`config.mk`:
```
export PLATFORM = sky130hd
export DESIGN_NAME = rv_core_top
export DESIGN_NICKNAME = d
export VERILOG_FILES = /design/src/design/rv_isa_pkg.sv /design/src/design/rv_pipe_pkg.sv /design/src/design/rv_decode.sv /design/src/design/rv_regfile.sv /design/src/design/rv_reg_id_ex.sv /design/src/design/rv_execute.sv /design/src/design/rv_core_top.sv
export SDC_FILE = /design/constraint.sdc
export NUM_CORES = 2
export LEC_CHECK = 0
export BUFFER_PORTS_ARGS = -buffer_cell sky130_fd_sc_hd__buf_2
export CAP_MARGIN = 20
export CORE_ASPECT_RATIO = 0.5
export CORE_MARGIN = 3
export CORE_UTILIZATION = 45
export DETAILED_ROUTE_END_ITERATION = 6
export PLACE_DENSITY_LB_ADDON = 0.08
export SYNTH_ARGS = -nofsm -noshare
export SYNTH_HDL_FRONTEND = slang
export SYNTH_SLANG_ARGS = --single-unit
```
`constraint.sdc`:
```
create_clock -name clk -period 6.2 [get_ports clk]
set_clock_uncertainty 0.1 [all_clocks]
set_input_delay 0.62 -clock clk [delete_from_list [all_inputs] [get_ports clk]]
set_output_delay 0.62 -clock clk [all_outputs]
set_load 0.005 [all_outputs]
```
`src/design/rv_isa_pkg.sv`:
```
`default_nettype none

package rv_isa_pkg;

    localparam int xlen_p = 32;

    typedef logic [4:0] reg_idx_t;

    // Only the major opcodes this core executes
    typedef enum logic [6:0] {
        OP     = 7'b0110011,
        OP_IMM = 7'b0010011,
        LUI    = 7'b0110111
    } opcode_e;

    typedef enum logic [2:0] {
        ADD_SUB = 3'b000,
        SLL     = 3'b001,
        SLT     = 3'b010,
        SLTU    = 3'b011,
        XOR     = 3'b100,
        SRL_SRA = 3'b101,
        OR      = 3'b110,
        AND     = 3'b111
    } funct3_e;

    typedef struct packed {
        logic [6:0] funct7;
        reg_idx_t   rs2;
        reg_idx_t   rs1;
        funct3_e    funct3;
        reg_idx_t   rd;
        opcode_e    opcode;
    } r_type_t;

    typedef struct packed {
        logic [11:0] imm12;
        reg_idx_t    rs1;
        funct3_e     funct3;
        reg_idx_t    rd;
        opcode_e     opcode;
    } i_type_t;

    // Same 32-bit word seen as R-type or I-type
    typedef union packed {
        r_type_t r_fields;
        i_type_t i_fields;
    } instr_u;

    // ADDI x0, x0, 0
    localparam instr_u nop_instr = 32'h0000_0013;

endpackage

`default_nettype wire

```
`src/design/rv_pipe_pkg.sv`:
```
`default_nettype none

package rv_pipe_pkg;

    import rv_isa_pkg::*;

    typedef enum logic [3:0] {
        ALU_ADD,
        ALU_SUB,
        ALU_SLL,
        ALU_SLT,
        ALU_SLTU,
        ALU_XOR,
        ALU_SRL,
        ALU_SRA,
        ALU_OR,
        ALU_AND,
        ALU_PASS_B
    } alu_op_e;

    // Decoded instruction crossing the ID/EX boundary
    typedef struct packed {
        logic               valid;
        logic               reg_write;
        logic               illegal;
        alu_op_e            alu_op;
        logic               b_is_imm;
        reg_idx_t           rd;
        reg_idx_t           rs1;
        reg_idx_t           rs2;
        logic [xlen_p-1:0]  rs1_data;
        logic [xlen_p-1:0]  rs2_data;
        logic [xlen_p-1:0]  imm;
    } id_ex_t;

    // Retired result, also the register file write request
    typedef struct packed {
        reg_idx_t           rd;
        logic [xlen_p-1:0]  result;
        logic               reg_write;
        logic               illegal;
    } wb_t;

endpackage

`default_nettype wire

```
`src/design/rv_decode.sv`:
```
`timescale 1ns/100ps
`default_nettype none

module rv_decode
    import rv_isa_pkg::*;
    import rv_pipe_pkg::*;
#(
    parameter int XLEN = xlen_p
) (
    input  instr_u          instr,
    input  logic            instr_valid,
    input  logic [XLEN-1:0] rs1_data,
    input  logic [XLEN-1:0] rs2_data,
    output reg_idx_t        rs1_idx,
    output reg_idx_t        rs2_idx,
    output id_ex_t          id
);

    instr_u          word;
    alu_op_e         alu_op;
    logic            b_is_imm;
    logic            illegal;
    logic [XLEN-1:0] imm;

    // Shared funct3 mapping for OP and OP-IMM; SUB exists only for OP
    function automatic alu_op_e alu_from_funct(funct3_e f3, logic alt, logic sub_ok);
        case (f3)
            ADD_SUB: return (alt && sub_ok) ? ALU_SUB : ALU_ADD;
            SLL:     return ALU_SLL;
            SLT:     return ALU_SLT;
            SLTU:    return ALU_SLTU;
            XOR:     return ALU_XOR;
            SRL_SRA: return alt ? ALU_SRA : ALU_SRL;
            OR:      return ALU_OR;
            default: return ALU_AND;
        endcase
    endfunction

    // Bubbles decode as a NOP so no stray indices reach the pipeline
    assign word = instr_valid ? instr : nop_instr;

    assign rs1_idx = word.i_fields.rs1;
    assign rs2_idx = word.r_fields.rs2;

    always_comb begin
        alu_op   = ALU_ADD;
        b_is_imm = 1'b0;
        illegal  = 1'b0;
        imm      = XLEN'($signed(word.i_fields.imm12));
        case (word.r_fields.opcode)
            OP: begin
                alu_op = alu_from_funct(word.r_fields.funct3, word.r_fields.funct7[5], 1'b1);
            end
            OP_IMM: begin
                b_is_imm = 1'b1;
                alu_op   = alu_from_funct(word.i_fields.funct3, word.r_fields.funct7[5], 1'b0);
            end
            LUI: begin
                b_is_imm = 1'b1;
                alu_op   = ALU_PASS_B;
                // Upper 20 bits span funct7..funct3 of the R-type view
                imm = XLEN'($signed({word.r_fields.funct7, word.r_fields.rs2,
                                     word.r_fields.rs1, word.r_fields.funct3, 12'b0}));
            end
            default: illegal = 1'b1;
        endcase
    end

    assign id = '{
        valid:     instr_valid,
        reg_write: !illegal && (word.i_fields.rd != '0),
        illegal:   illegal,
        alu_op:    alu_op,
        b_is_imm:  b_is_imm,
        rd:        word.i_fields.rd,
        rs1:       rs1_idx,
        rs2:       rs2_idx,
        rs1_data:  rs1_data,
        rs2_data:  rs2_data,
        imm:       imm
    };

endmodule

`default_nettype wire

```
`src/design/rv_regfile.sv`:
```
`timescale 1ns/100ps
`default_nettype none

module rv_regfile
    import rv_isa_pkg::*;
    import rv_pipe_pkg::*;
#(
    parameter int XLEN = xlen_p
) (
    input  logic            clk,
    input  logic            reset,
    input  reg_idx_t        rs1_idx,
    input  reg_idx_t        rs2_idx,
    output logic [XLEN-1:0] rs1_data,
    output logic [XLEN-1:0] rs2_data,
    input  wb_t             wr,
    input  logic            wr_en
);

    // x0 has no storage
    logic [XLEN-1:0] regs [1:31];
    logic            wr_live;

    assign wr_live = wr_en && (wr.rd != '0);

    // Write-through so a same-cycle reader sees the retiring value
    function automatic logic [XLEN-1:0] read_port(reg_idx_t idx);
        if (idx == '0) begin
            return '0;
        end
        if (wr_live && (wr.rd == idx)) begin
            return wr.result;
        end
        return regs[idx];
    endfunction

    // Architectural state starts at zero
    always_ff @(posedge clk) begin
        if (reset) begin
            for (int i = 1; i < 32; i++) begin
                regs[i] <= '0;
            end
        end else if (wr_live) begin
            regs[wr.rd] <= wr.result;
        end
    end

    always_comb begin
        rs1_data = read_port(rs1_idx);
        rs2_data = read_port(rs2_idx);
    end

endmodule

`default_nettype wire

```
`src/design/rv_reg_id_ex.sv`:
```
`timescale 1ns/100ps
`default_nettype none

module rv_reg_id_ex
    import rv_isa_pkg::*;
    import rv_pipe_pkg::*;
#(
    parameter int XLEN      = xlen_p,
    parameter int PIPELINED = 1
) (
    input  logic   clk,
    input  logic   reset,
    input  logic   stall,
    input  id_ex_t id,
    output id_ex_t ex
);

    if (PIPELINED != 0) begin : g_registered
        logic            valid_q;
        logic            reg_write_q;
        logic            illegal_q;
        alu_op_e         alu_op_q;
        logic            b_is_imm_q;
        reg_idx_t        rd_q;
        reg_idx_t        rs1_q;
        reg_idx_t        rs2_q;
        logic [XLEN-1:0] rs1_data_q;
        logic [XLEN-1:0] rs2_data_q;
        logic [XLEN-1:0] imm_q;

        // Control fields
        always_ff @(posedge clk) begin
            if (reset) begin
                valid_q     <= 1'b0;
                reg_write_q <= 1'b0;
                illegal_q   <= 1'b0;
            end else if (!stall) begin
                valid_q     <= id.valid;
                reg_write_q <= id.reg_write;
                illegal_q   <= id.illegal;
            end
        end

        // Payload, only meaningful while valid_q is set
        always_ff @(posedge clk) begin
            if (!stall) begin
                alu_op_q   <= id.alu_op;
                b_is_imm_q <= id.b_is_imm;
                rd_q       <= id.rd;
                rs1_q      <= id.rs1;
                rs2_q      <= id.rs2;
                rs1_data_q <= id.rs1_data;
                rs2_data_q <= id.rs2_data;
                imm_q      <= id.imm;
            end
        end

        assign ex = '{
            valid:     valid_q,
            reg_write: reg_write_q,
            illegal:   illegal_q,
            alu_op:    alu_op_q,
            b_is_imm:  b_is_imm_q,
            rd:        rd_q,
            rs1:       rs1_q,
            rs2:       rs2_q,
            rs1_data:  rs1_data_q,
            rs2_data:  rs2_data_q,
            imm:       imm_q
        };
    end else begin : g_passthrough
        // Decode feeds execute directly
        assign ex = id;
    end

endmodule

`default_nettype wire

```
`src/design/rv_execute.sv`:
```
`timescale 1ns/100ps
`default_nettype none

module rv_execute
    import rv_isa_pkg::*;
    import rv_pipe_pkg::*;
#(
    parameter int XLEN = xlen_p
) (
    input  logic   clk,
    input  logic   reset,
    input  logic   stall,
    input  id_ex_t ex,
    output wb_t    wb,
    output logic   wb_valid
);

    localparam int SHAMT_W = $clog2(XLEN);

    logic               fwd_ok;
    logic               fwd_a;
    logic               fwd_b;
    logic [XLEN-1:0]    op_a;
    logic [XLEN-1:0]    rs2_val;
    logic [XLEN-1:0]    op_b;
    logic [SHAMT_W-1:0] shamt;
    logic [XLEN-1:0]    alu_res;
    logic               reg_write_q;
    logic               illegal_q;
    reg_idx_t           rd_q;
    logic [XLEN-1:0]    result_q;

    // Held EX/WB entry is the only result not yet visible in the register file
    assign fwd_ok = wb_valid && reg_write_q && (rd_q != '0);
    assign fwd_a  = fwd_ok && (rd_q == ex.rs1);
    assign fwd_b  = fwd_ok && (rd_q == ex.rs2);

    assign op_a    = fwd_a ? result_q : ex.rs1_data;
    assign rs2_val = fwd_b ? result_q : ex.rs2_data;
    assign op_b    = ex.b_is_imm ? ex.imm : rs2_val;
    assign shamt   = op_b[SHAMT_W-1:0];

    always_comb begin
        case (ex.alu_op)
            ALU_ADD:    alu_res = op_a + op_b;
            ALU_SUB:    alu_res = op_a - op_b;
            ALU_SLL:    alu_res = op_a << shamt;
            ALU_SLT:    alu_res = XLEN'($signed(op_a) < $signed(op_b));
            ALU_SLTU:   alu_res = XLEN'(op_a < op_b);
            ALU_XOR:    alu_res = op_a ^ op_b;
            ALU_SRL:    alu_res = op_a >> shamt;
            ALU_SRA:    alu_res = $unsigned($signed(op_a) >>> shamt);
            ALU_OR:     alu_res = op_a | op_b;
            ALU_AND:    alu_res = op_a & op_b;
            ALU_PASS_B: alu_res = op_b;
            default:    alu_res = '0;
        endcase
    end

    always_ff @(posedge clk) begin
        if (reset) begin
            wb_valid    <= 1'b0;
            reg_write_q <= 1'b0;
            illegal_q   <= 1'b0;
        end else if (!stall) begin
            wb_valid    <= ex.valid;
            reg_write_q <= ex.valid && ex.reg_write;
            illegal_q   <= ex.valid && ex.illegal;
        end
    end

    always_ff @(posedge clk) begin
        if (!stall) begin
            rd_q     <= ex.rd;
            result_q <= alu_res;
        end
    end

    assign wb = '{rd: rd_q, result: result_q, reg_write: reg_write_q, illegal: illegal_q};

endmodule

`default_nettype wire

```
`src/design/rv_core_top.sv`:
```
`timescale 1ns/100ps
`default_nettype none

module rv_core_top
    import rv_isa_pkg::*;
    import rv_pipe_pkg::*;
#(
    parameter int XLEN      = xlen_p,
    parameter int PIPELINED = 1
) (
    input  logic   clk,
    input  logic   reset,
    input  instr_u instr,
    input  logic   instr_valid,
    output logic   instr_ready,
    output wb_t    wb,
    output logic   wb_valid,
    input  logic   wb_ready
);

    logic            stall;
    logic            wr_en;
    reg_idx_t        rs1_idx;
    reg_idx_t        rs2_idx;
    logic [XLEN-1:0] rs1_data;
    logic [XLEN-1:0] rs2_data;
    id_ex_t          id_bundle;
    id_ex_t          ex_bundle;

    // Whole pipeline freezes while the retiring result is not taken
    assign stall       = wb_valid && !wb_ready;
    assign instr_ready = !stall;

    // Register file updates only on the retirement handshake
    assign wr_en = wb_valid && wb_ready && wb.reg_write && (wb.rd != '0);

    rv_decode #(
        .XLEN(XLEN)
    ) i_decode (
        .instr      (instr),
        .instr_valid(instr_valid),
        .rs1_data   (rs1_data),
        .rs2_data   (rs2_data),
        .rs1_idx    (rs1_idx),
        .rs2_idx    (rs2_idx),
        .id         (id_bundle)
    );

    rv_regfile #(
        .XLEN(XLEN)
    ) i_regfile (
        .clk     (clk),
        .reset   (reset),
        .rs1_idx (rs1_idx),
        .rs2_idx (rs2_idx),
        .rs1_data(rs1_data),
        .rs2_data(rs2_data),
        .wr      (wb),
        .wr_en   (wr_en)
    );

    rv_reg_id_ex #(
        .XLEN     (XLEN),
        .PIPELINED(PIPELINED)
    ) i_reg_id_ex (
        .clk  (clk),
        .reset(reset),
        .stall(stall),
        .id   (id_bundle),
        .ex   (ex_bundle)
    );

    rv_execute #(
        .XLEN(XLEN)
    ) i_execute (
        .clk     (clk),
        .reset   (reset),
        .stall   (stall),
        .ex      (ex_bundle),
        .wb      (wb),
        .wb_valid(wb_valid)
    );

endmodule

`default_nettype wire

```
Yosys cells after proc, flatten, opt, wreduce, memory -nomap -nowiden
Memory sizes are Yosys's and may differ from the RTL's.
Cells that the tools add are included.
- shifts and indexed selects: 3
- $lt $le $gt $ge: 2
- bitwise logic cells: 3
- equality and inequality tests: 23
- $add $sub $neg: 2
- muxes and demuxes: 35
- reductions and logical operators: 25
- operators by type and width (operator ; number):
    two-way mux 32 bit ; 13
    one-hot mux 32 bit (11 select lines) ; 1
    less-than comparator 32 bit ; 2
    one-hot mux 4 bit (7 select lines) ; 2
    adder 32 bit ; 1
    AND 32 bit ; 1
    OR 32 bit ; 1
    OR reduction 32 bit ; 1
    left shift 32 x 5 -> 32 bit ; 1
    right shift 32 x 5 -> 32 bit ; 1
    >>> shifter 32 x 5 -> 32 bit ; 1
    subtractor 32 bit ; 1
    XOR 32 bit ; 1
    two-way mux 31 bit ; 1
    == test 5 bit ; 4
    == test 4 x 3 -> 1 bit, second input constant ; 4
    two-way mux 1 bit ; 16
    == test 7 x 6 -> 1 bit, second input constant ; 2
    logical AND 1 bit ; 14
    == test 4 bit, second input constant ; 3
    one-hot mux 4 bit (3 select lines) ; 1
    zero test 5 bit ; 2
    nonzero test 5 bit ; 2
    == test 3 bit, second input constant ; 3
    other kinds (11) ; 14
- output and inout port bits: 41
- word-level logic and storage cells: 111
- input port bits: 36
- bits in writable memories: 992
- memories kept: 1
- register bits after elaboration: 159
- memories (name ; words ; bits a word ; rd ports ; clocked after memory_dff ; write ports ; RTL line ; text):
    i_regfile.regs ; 31 ; 32 ; 2 ; 0 ; 31 ; rv_regfile.sv:21 ; logic [XLEN-1:0] regs [1:31];

Longest topological paths before layout
- depth after elaboration: 9
- gate-level depth with buffers: 23
- depth with buffers taken out: 18

Modules after synthesis
A second synthesis with hierarchy kept.
- cell total of the unflattened synthesis: 5911
- area total of the unflattened synthesis: 72238.0 um2
- modules (own cells, without submodules) (module ; cells each ; area each (um2) ; instances ; seq. area each (um2)):
    rv_regfile ; 3892 ; 55535.8 ; 1 ; 30749.5
    rv_execute ; 1702 ; 11816.3 ; 1 ; 1171.1
    rv_reg_id_ex ; 130 ; 3618.5 ; 1 ; 3543.4
    rv_decode ; 181 ; 1238.7 ; 1 ; 0.0
    rv_core_top ; 6 ; 28.8 ; 1 ; 0.0

Least setup slack after synthesis
Ideal clock, no wire load.
- path kind: flip-flop to flip-flop
- start: reg i_execute.rd_q[4]
- end: reg i_execute.result_q[27], data pin
- path slack: 0.532 ns
- arrival time: 5.309 ns
- clock period less this slack: 5.668 ns
- data required time: 5.841 ns
- library setup time: 0.259 ns
- stages on the path, launching flop included: 21
- path buffers: 4
- cell sequence: edfxtp_1 > or3_1 > buf_4 > o311a_1 > clkbuf_1 > nand2_1 > buf_2 > mux2i_1 > o21ai_0 > ha_1 > clkbuf_1 > inv_1 > a21oi_1 > o211ai_1 > a211oi_1 > o41a_1 > a21oi_1 > o41ai_1 > o31a_1 > o221ai_1 > a211o_1
- word-level cells in the longest chain between the ends: 7
- elaborated cells on any way between the ends: 18
- classes of those cells: add/sub: 2; eq/ne: 2; shift: 3; mux: 4; bitwise: 3; reduce/logical: 4
- RTL lines (what ; RTL line ; text):
    from (decl) ; rv_execute.sv:30 ; reg_idx_t rd_q;
    from (signal assigned) ; rv_execute.sv:74 ; rd_q <= ex.rd;
    nonzero test 5 bit ; rv_execute.sv:34 ; assign fwd_ok = wb_valid && reg_write_q && (rd_q != '0);
    logical AND 1 bit ; rv_execute.sv:34 ;
    logical AND 1 bit ; rv_execute.sv:36 ; assign fwd_b = fwd_ok && (rd_q == ex.rs2);
    two-way mux 32 bit ; rv_execute.sv:39 ; assign rs2_val = fwd_b ? result_q : ex.rs2_data;
    two-way mux 32 bit ; rv_execute.sv:40 ; assign op_b = ex.b_is_imm ? ex.imm : rs2_val;
    subtractor 32 bit, or another cell as far along ; rv_execute.sv:46 ; ALU_SUB: alu_res = op_a - op_b;
    one-hot mux 32 bit (11 select lines) * ; rv_execute.sv:44 ; case (ex.alu_op)
    via i_execute.alu_res[27] ; rv_execute.sv:27 ; logic [XLEN-1:0] alu_res;
    to (signal assigned) ; rv_execute.sv:75 ; result_q <= alu_res;
    to (decl) ; rv_execute.sv:31 ; logic [XLEN-1:0] result_q;
The timed path passes the listed nets; every way through them passes the cells marked *.
A chain may end at the register's enable or synchronous reset.

Worst setup path after layout
- start: reg i_execute.rd_q[4]
- end: reg i_execute.result_q[19], data pin
The elaborated chain is that of the path after synthesis.

==> key figures <==
Run status
  • Run status: finished, violations left
  • Failing checks: DRC

Logic synthesis
  • Synthesized area: 73,700 sq um
  • Top post-synthesis cells by area: edfxtp_1 48%, and2_1 7.8%, mux2_2 5.6%
  • Synth cell types: 97
  • Average size of a mapped cell: 9.94 sq um
  • Top cell type's share of synthesized area: 48.0%
  • Synth warn: 0
  • Primary FF master, synth: edfxtp_1
  • EDFF count, synth: 1,177
  • Register area share after synthesis: 48.1%
  • Register bit total from synthesis: 1,183
  • Fraction of registers with async set/reset: 0%
  • Cells after Synth: 7,416
  • Leading area contributor after synthesis: edfxtp_1

Placement
  • Port Buffers: 76
  • DP HPWL: 231,000 microns
  • DP Worst Slack: 44.7 ps
  • Area after DPL: 77,800 sq um
  • Placer Congestion: 1.03

Power and ir drop
  • Leak Pwr: 30.5 nW
  • Pint: 0.0153 W
  • Max VDD drop: 0.000262 V
  • Sw Ratio: 38.6%
  • Clk pwr share: 29.5%
  • Flop pwr share: 39.4%
  • Share of total power in combinational logic: 31.0%
  • Pwr/cell area: 306 nW/um^2
  • Switching pwr: 0.00963 W

Detailed routing
  • Via count: 65,600
  • Via density: 6.85
  • DRT iter0 DRCs: 10,800
  • WL per Instance: 37.4 microns
  • Pre-antenna DRT Iters: 7
  • WL final: 358,000 microns
  • Final ANT Viol Nets: 0
  • DR DRC count: 1

Min path
  • Hold Crit Depth: 3
  • Hold EP: i_reg_id_ex.g_registered.rd_q[4]$_DFFE_PN_
  • Hold crit path type: in -> reg
  • Worst Hold Launch: instr[11]

Critical path
  • Critical Path Source Type: register
  • Critical Path Fanout Max: 23
  • R2r startpoint: i_execute.rd_q[4]$_DFFE_PN_
  • Critical path arrival: 6490 ps
  • Setup crit end kind: register
  • Cell at the slowest stage of the critical path: or3_1
  • CP Class: reg -> reg
  • CP max stage delay: 520 ps
  • Crit path required time: 6570 ps
  • Terminus of the critical flop-to-flop path: i_execute.result_q[19]$_DFFE_PN_
  • FF-to-FF path depth: 19
  • Crit path cell chain: or3_1 -> o311a_2 -> nand2_2 -> buf_12 -> mux2i_1 -> inv_1 -> ha_1 -> buf_4 -> a21o_1 -> a21o_1 -> a21oi_1 -> nand2_1 -> a211o_1 -> a21oi_1 -> buf_4 -> nor4_2 -> mux2i_1 -> or4_1 -> or4_1
  • R2R Setup Slk: 80 ps

Flow run
  • Max Cap Violations: 0

Die
  • Core Region: 162,000 sq um
  • IO Pins: 77
  • DIE HEIGHT: 292 microns
  • Initial core utilization: 45.6%
  • Std cell rows: 104
  • DIE AREA: 169,000 sq um
  • Die width: 578 microns

CTS
  • Clk buf depth: 3
  • Clock-pin slew on the worst setup and hold paths: 80 ps
  • Post-CTS Setup Inserts: 0
  • Clk sinks: 1,183
  • CTS Buf Count: 112
  • Latest clock arrival within the worst-skew pair: 770 ps
  • CTS tree: built
  • Clk root buf: clkbuf_16
  • CTS H-tree lvls: 3

STA
  • Slew @ Worst Pin: 1300 ps
  • Final slew viol count: 0
  • Worst setup margin: 85.0 ps
  • Worst slew margin: 13.1%
  • Endpoints failing hold: 0
  • Setup TNS: 0 ps
  • RSZ-0062 raised after global routing: false
  • Final period util: 98.6%
  • Max Freq: 0.164 GHz
  • Period minus WS final: 6120 ps
  • Final setup fails: 0

Finish
  • Most frequent cells in the layout: 1,177 x edfxtp_1, 929 x nand2_1, 915 x and2_1, 792 x a21oi_1, 366 x mux2_2
  • Final design area excluding fillers: 81,600 sq um
  • Synth-to-Final Area Change: 10.7%
  • Share of cells above drive strength 1: 15.7%
  • Final Net Count: 7,440
  • Commonest non-fill, non-tap cell in the layout: edfxtp_1
  • Number of fill cells: 14,700

Global route
  • Initial antenna violation count: 40
  • Global Route Usage Sum: 41.1%
  • Largest net degree at the start of global routing: 106
  • GRT Residual Overflow: 0
  • Number of global-route vias before repair: 61,400
  • Global-route wire length before repair: 492,000 microns
## cell families after synthesis
family                     share of synthesized area, %
AOI/OAI and AO/OA                                  17.2
xor gates and xnor gates                          0.513
adders and majority gates                          1.74
buffers and inverters                              4.55
DFF                                                48.1
muxes                                              9.79
other                                           0.00509
and+or+nand+nor                                    18.1
## critical path: cells and delay by family (launching register included)
kind | cells | cell delay, ps
adders and majority gates | 1 | 310
and+or+nand+nor | 6 | 1950
AOI/OAI and AO/OA | 6 | 1900
DFF | 1 | 380
muxes | 2 | 410
buffers and inverters | 4 | 800
## timing repair
action,in CTS,in global routing
gates resized for setup,0,2
setup endpoints to repair,0,4
hold buffers,0,0
## synthesized netlist by cell type, types with 12 or more instances
| cell | count |
|---|---|
| nand2b_1 | 18 |
| a2111oi_0 | 98 |
| nor4_1 | 13 |
| inv_1 | 115 |
| a21oi_1 | 792 |
| a21o_1 | 25 |
| buf_2 | 27 |
| ha_1 | 99 |
| nand4_1 | 15 |
| nand2_1 | 942 |
| mux2_2 | 366 |
| clkbuf_1 | 624 |
| o221ai_1 | 32 |
| o21ai_0 | 169 |
| nor2_1 | 222 |
| and2_1 | 915 |
| mux4_2 | 17 |
| buf_4 | 12 |
| o22ai_1 | 48 |
| a311oi_1 | 98 |
| a31oi_1 | 17 |
| o21bai_1 | 16 |
| nor2b_1 | 109 |
| nand3_1 | 50 |
| o211ai_1 | 50 |
| mux2i_1 | 267 |
| nor3_1 | 166 |
| edfxtp_1 | 1177 |
| or2_2 | 35 |
| a211oi_1 | 326 |
| xor2_1 | 13 |
| a22oi_1 | 148 |
| buf_1 | 64 |
| a221oi_1 | 22 |
| xnor2_1 | 27 |
| and3_1 | 106 |
## state kept, by name, summed over array words and instances, names as in the netlist
| signal | cells |
|---|---|
| i_execute.wb_valid | 1 |
| i_regfile.regs | 1024 |
| i_execute.reg_write_q | 1 |
| i_execute.rd_q | 5 |
| i_reg_id_ex.g_registered.valid_q | 1 |
| i_reg_id_ex.g_registered.rs2_q | 5 |
| i_reg_id_ex.g_registered.rd_q | 5 |
| i_reg_id_ex.g_registered.alu_op_q | 4 |
| i_reg_id_ex.g_registered.b_is_imm_q | 1 |
| i_reg_id_ex.g_registered.illegal_q | 1 |
| i_reg_id_ex.g_registered.reg_write_q | 1 |
| i_reg_id_ex.g_registered.rs2_data_q | 32 |
| i_execute.result_q | 32 |
| i_reg_id_ex.g_registered.rs1_q | 5 |
| i_reg_id_ex.g_registered.imm_q | 32 |
| i_execute.illegal_q | 1 |
| i_reg_id_ex.g_registered.rs1_data_q | 32 |
## layout make-up
class,count,area [sq um],area share (%)
flip-flops and latches,1183,35500,43.5
clock buffers,135,2910,3.57
multi-input cells,5404,35400,43.4
clock inverters,72,795,0.974
inverters,126,508,0.622
repair buffers,476,3780,4.64
well taps,2173,2720,3.33
diodes,10,25.0,0.0307
## through the flow
step	total power, W	utilization (%)	instances	hold slack (ps)
after floorplan	0.0135	-	7447	300
after global placement	0.0173	48.0	9335	311
after detailed placement	0.0173	48.1	9354	309
after CTS	0.0245	50.4	9561	62.6
after global routing	0.0254	50.4	9569	94.3
final	0.0249	50.5	9579	96.6
## metal layers
metal | up-vias | GRT usage (%) | share of wire (%)
met4 | 22 | 17.8 | 5.1
met1 | 32600 | 55.9 | 39
met2 | 5068 | 59.0 | 42
met5 | - | 0 | 0.049
li1 | 27000 | - | -
met3 | 963 | 14.3 | 14
## power by group through the flow
stage | logic [W] | registers, W | clock network, W
after floorplan | 0.00365 | 0.00981 | 0
after global placement | 0.00723 | 0.0100 | 0
after detailed placement | 0.00734 | 0.00998 | 0
after CTS | 0.00737 | 0.00982 | 0.00736
after global routing | 0.00790 | 0.00987 | 0.00768
final | 0.00774 | 0.00984 | 0.00736
## worst max path at each step
stage | depth (start not counted) | endpoint | slack [ps] | start
finish | 19 | i_execute.result_q[19]$_DFFE_PN_ | 80 | i_execute.rd_q[4]$_DFFE_PN_
global route | 19 | i_execute.result_q[19]$_DFFE_PN_ | 5 | i_execute.rd_q[2]$_DFFE_PN_
CTS | 17 | i_execute.result_q[29]$_DFFE_PN_ | 50 | i_execute.rd_q[4]$_DFFE_PN_
detailed placement | 17 | i_execute.result_q[29]$_DFFE_PN_ | 40 | i_execute.rd_q[4]$_DFFE_PN_
global placement | 17 | i_execute.result_q[29]$_DFFE_PN_ | 40 | i_execute.rd_q[4]$_DFFE_PN_
floorplan | 20 | i_execute.result_q[27]$_DFFE_PN_ | 530 | i_execute.rd_q[4]$_DFFE_PN_
(Power assumes the default switching activity.)
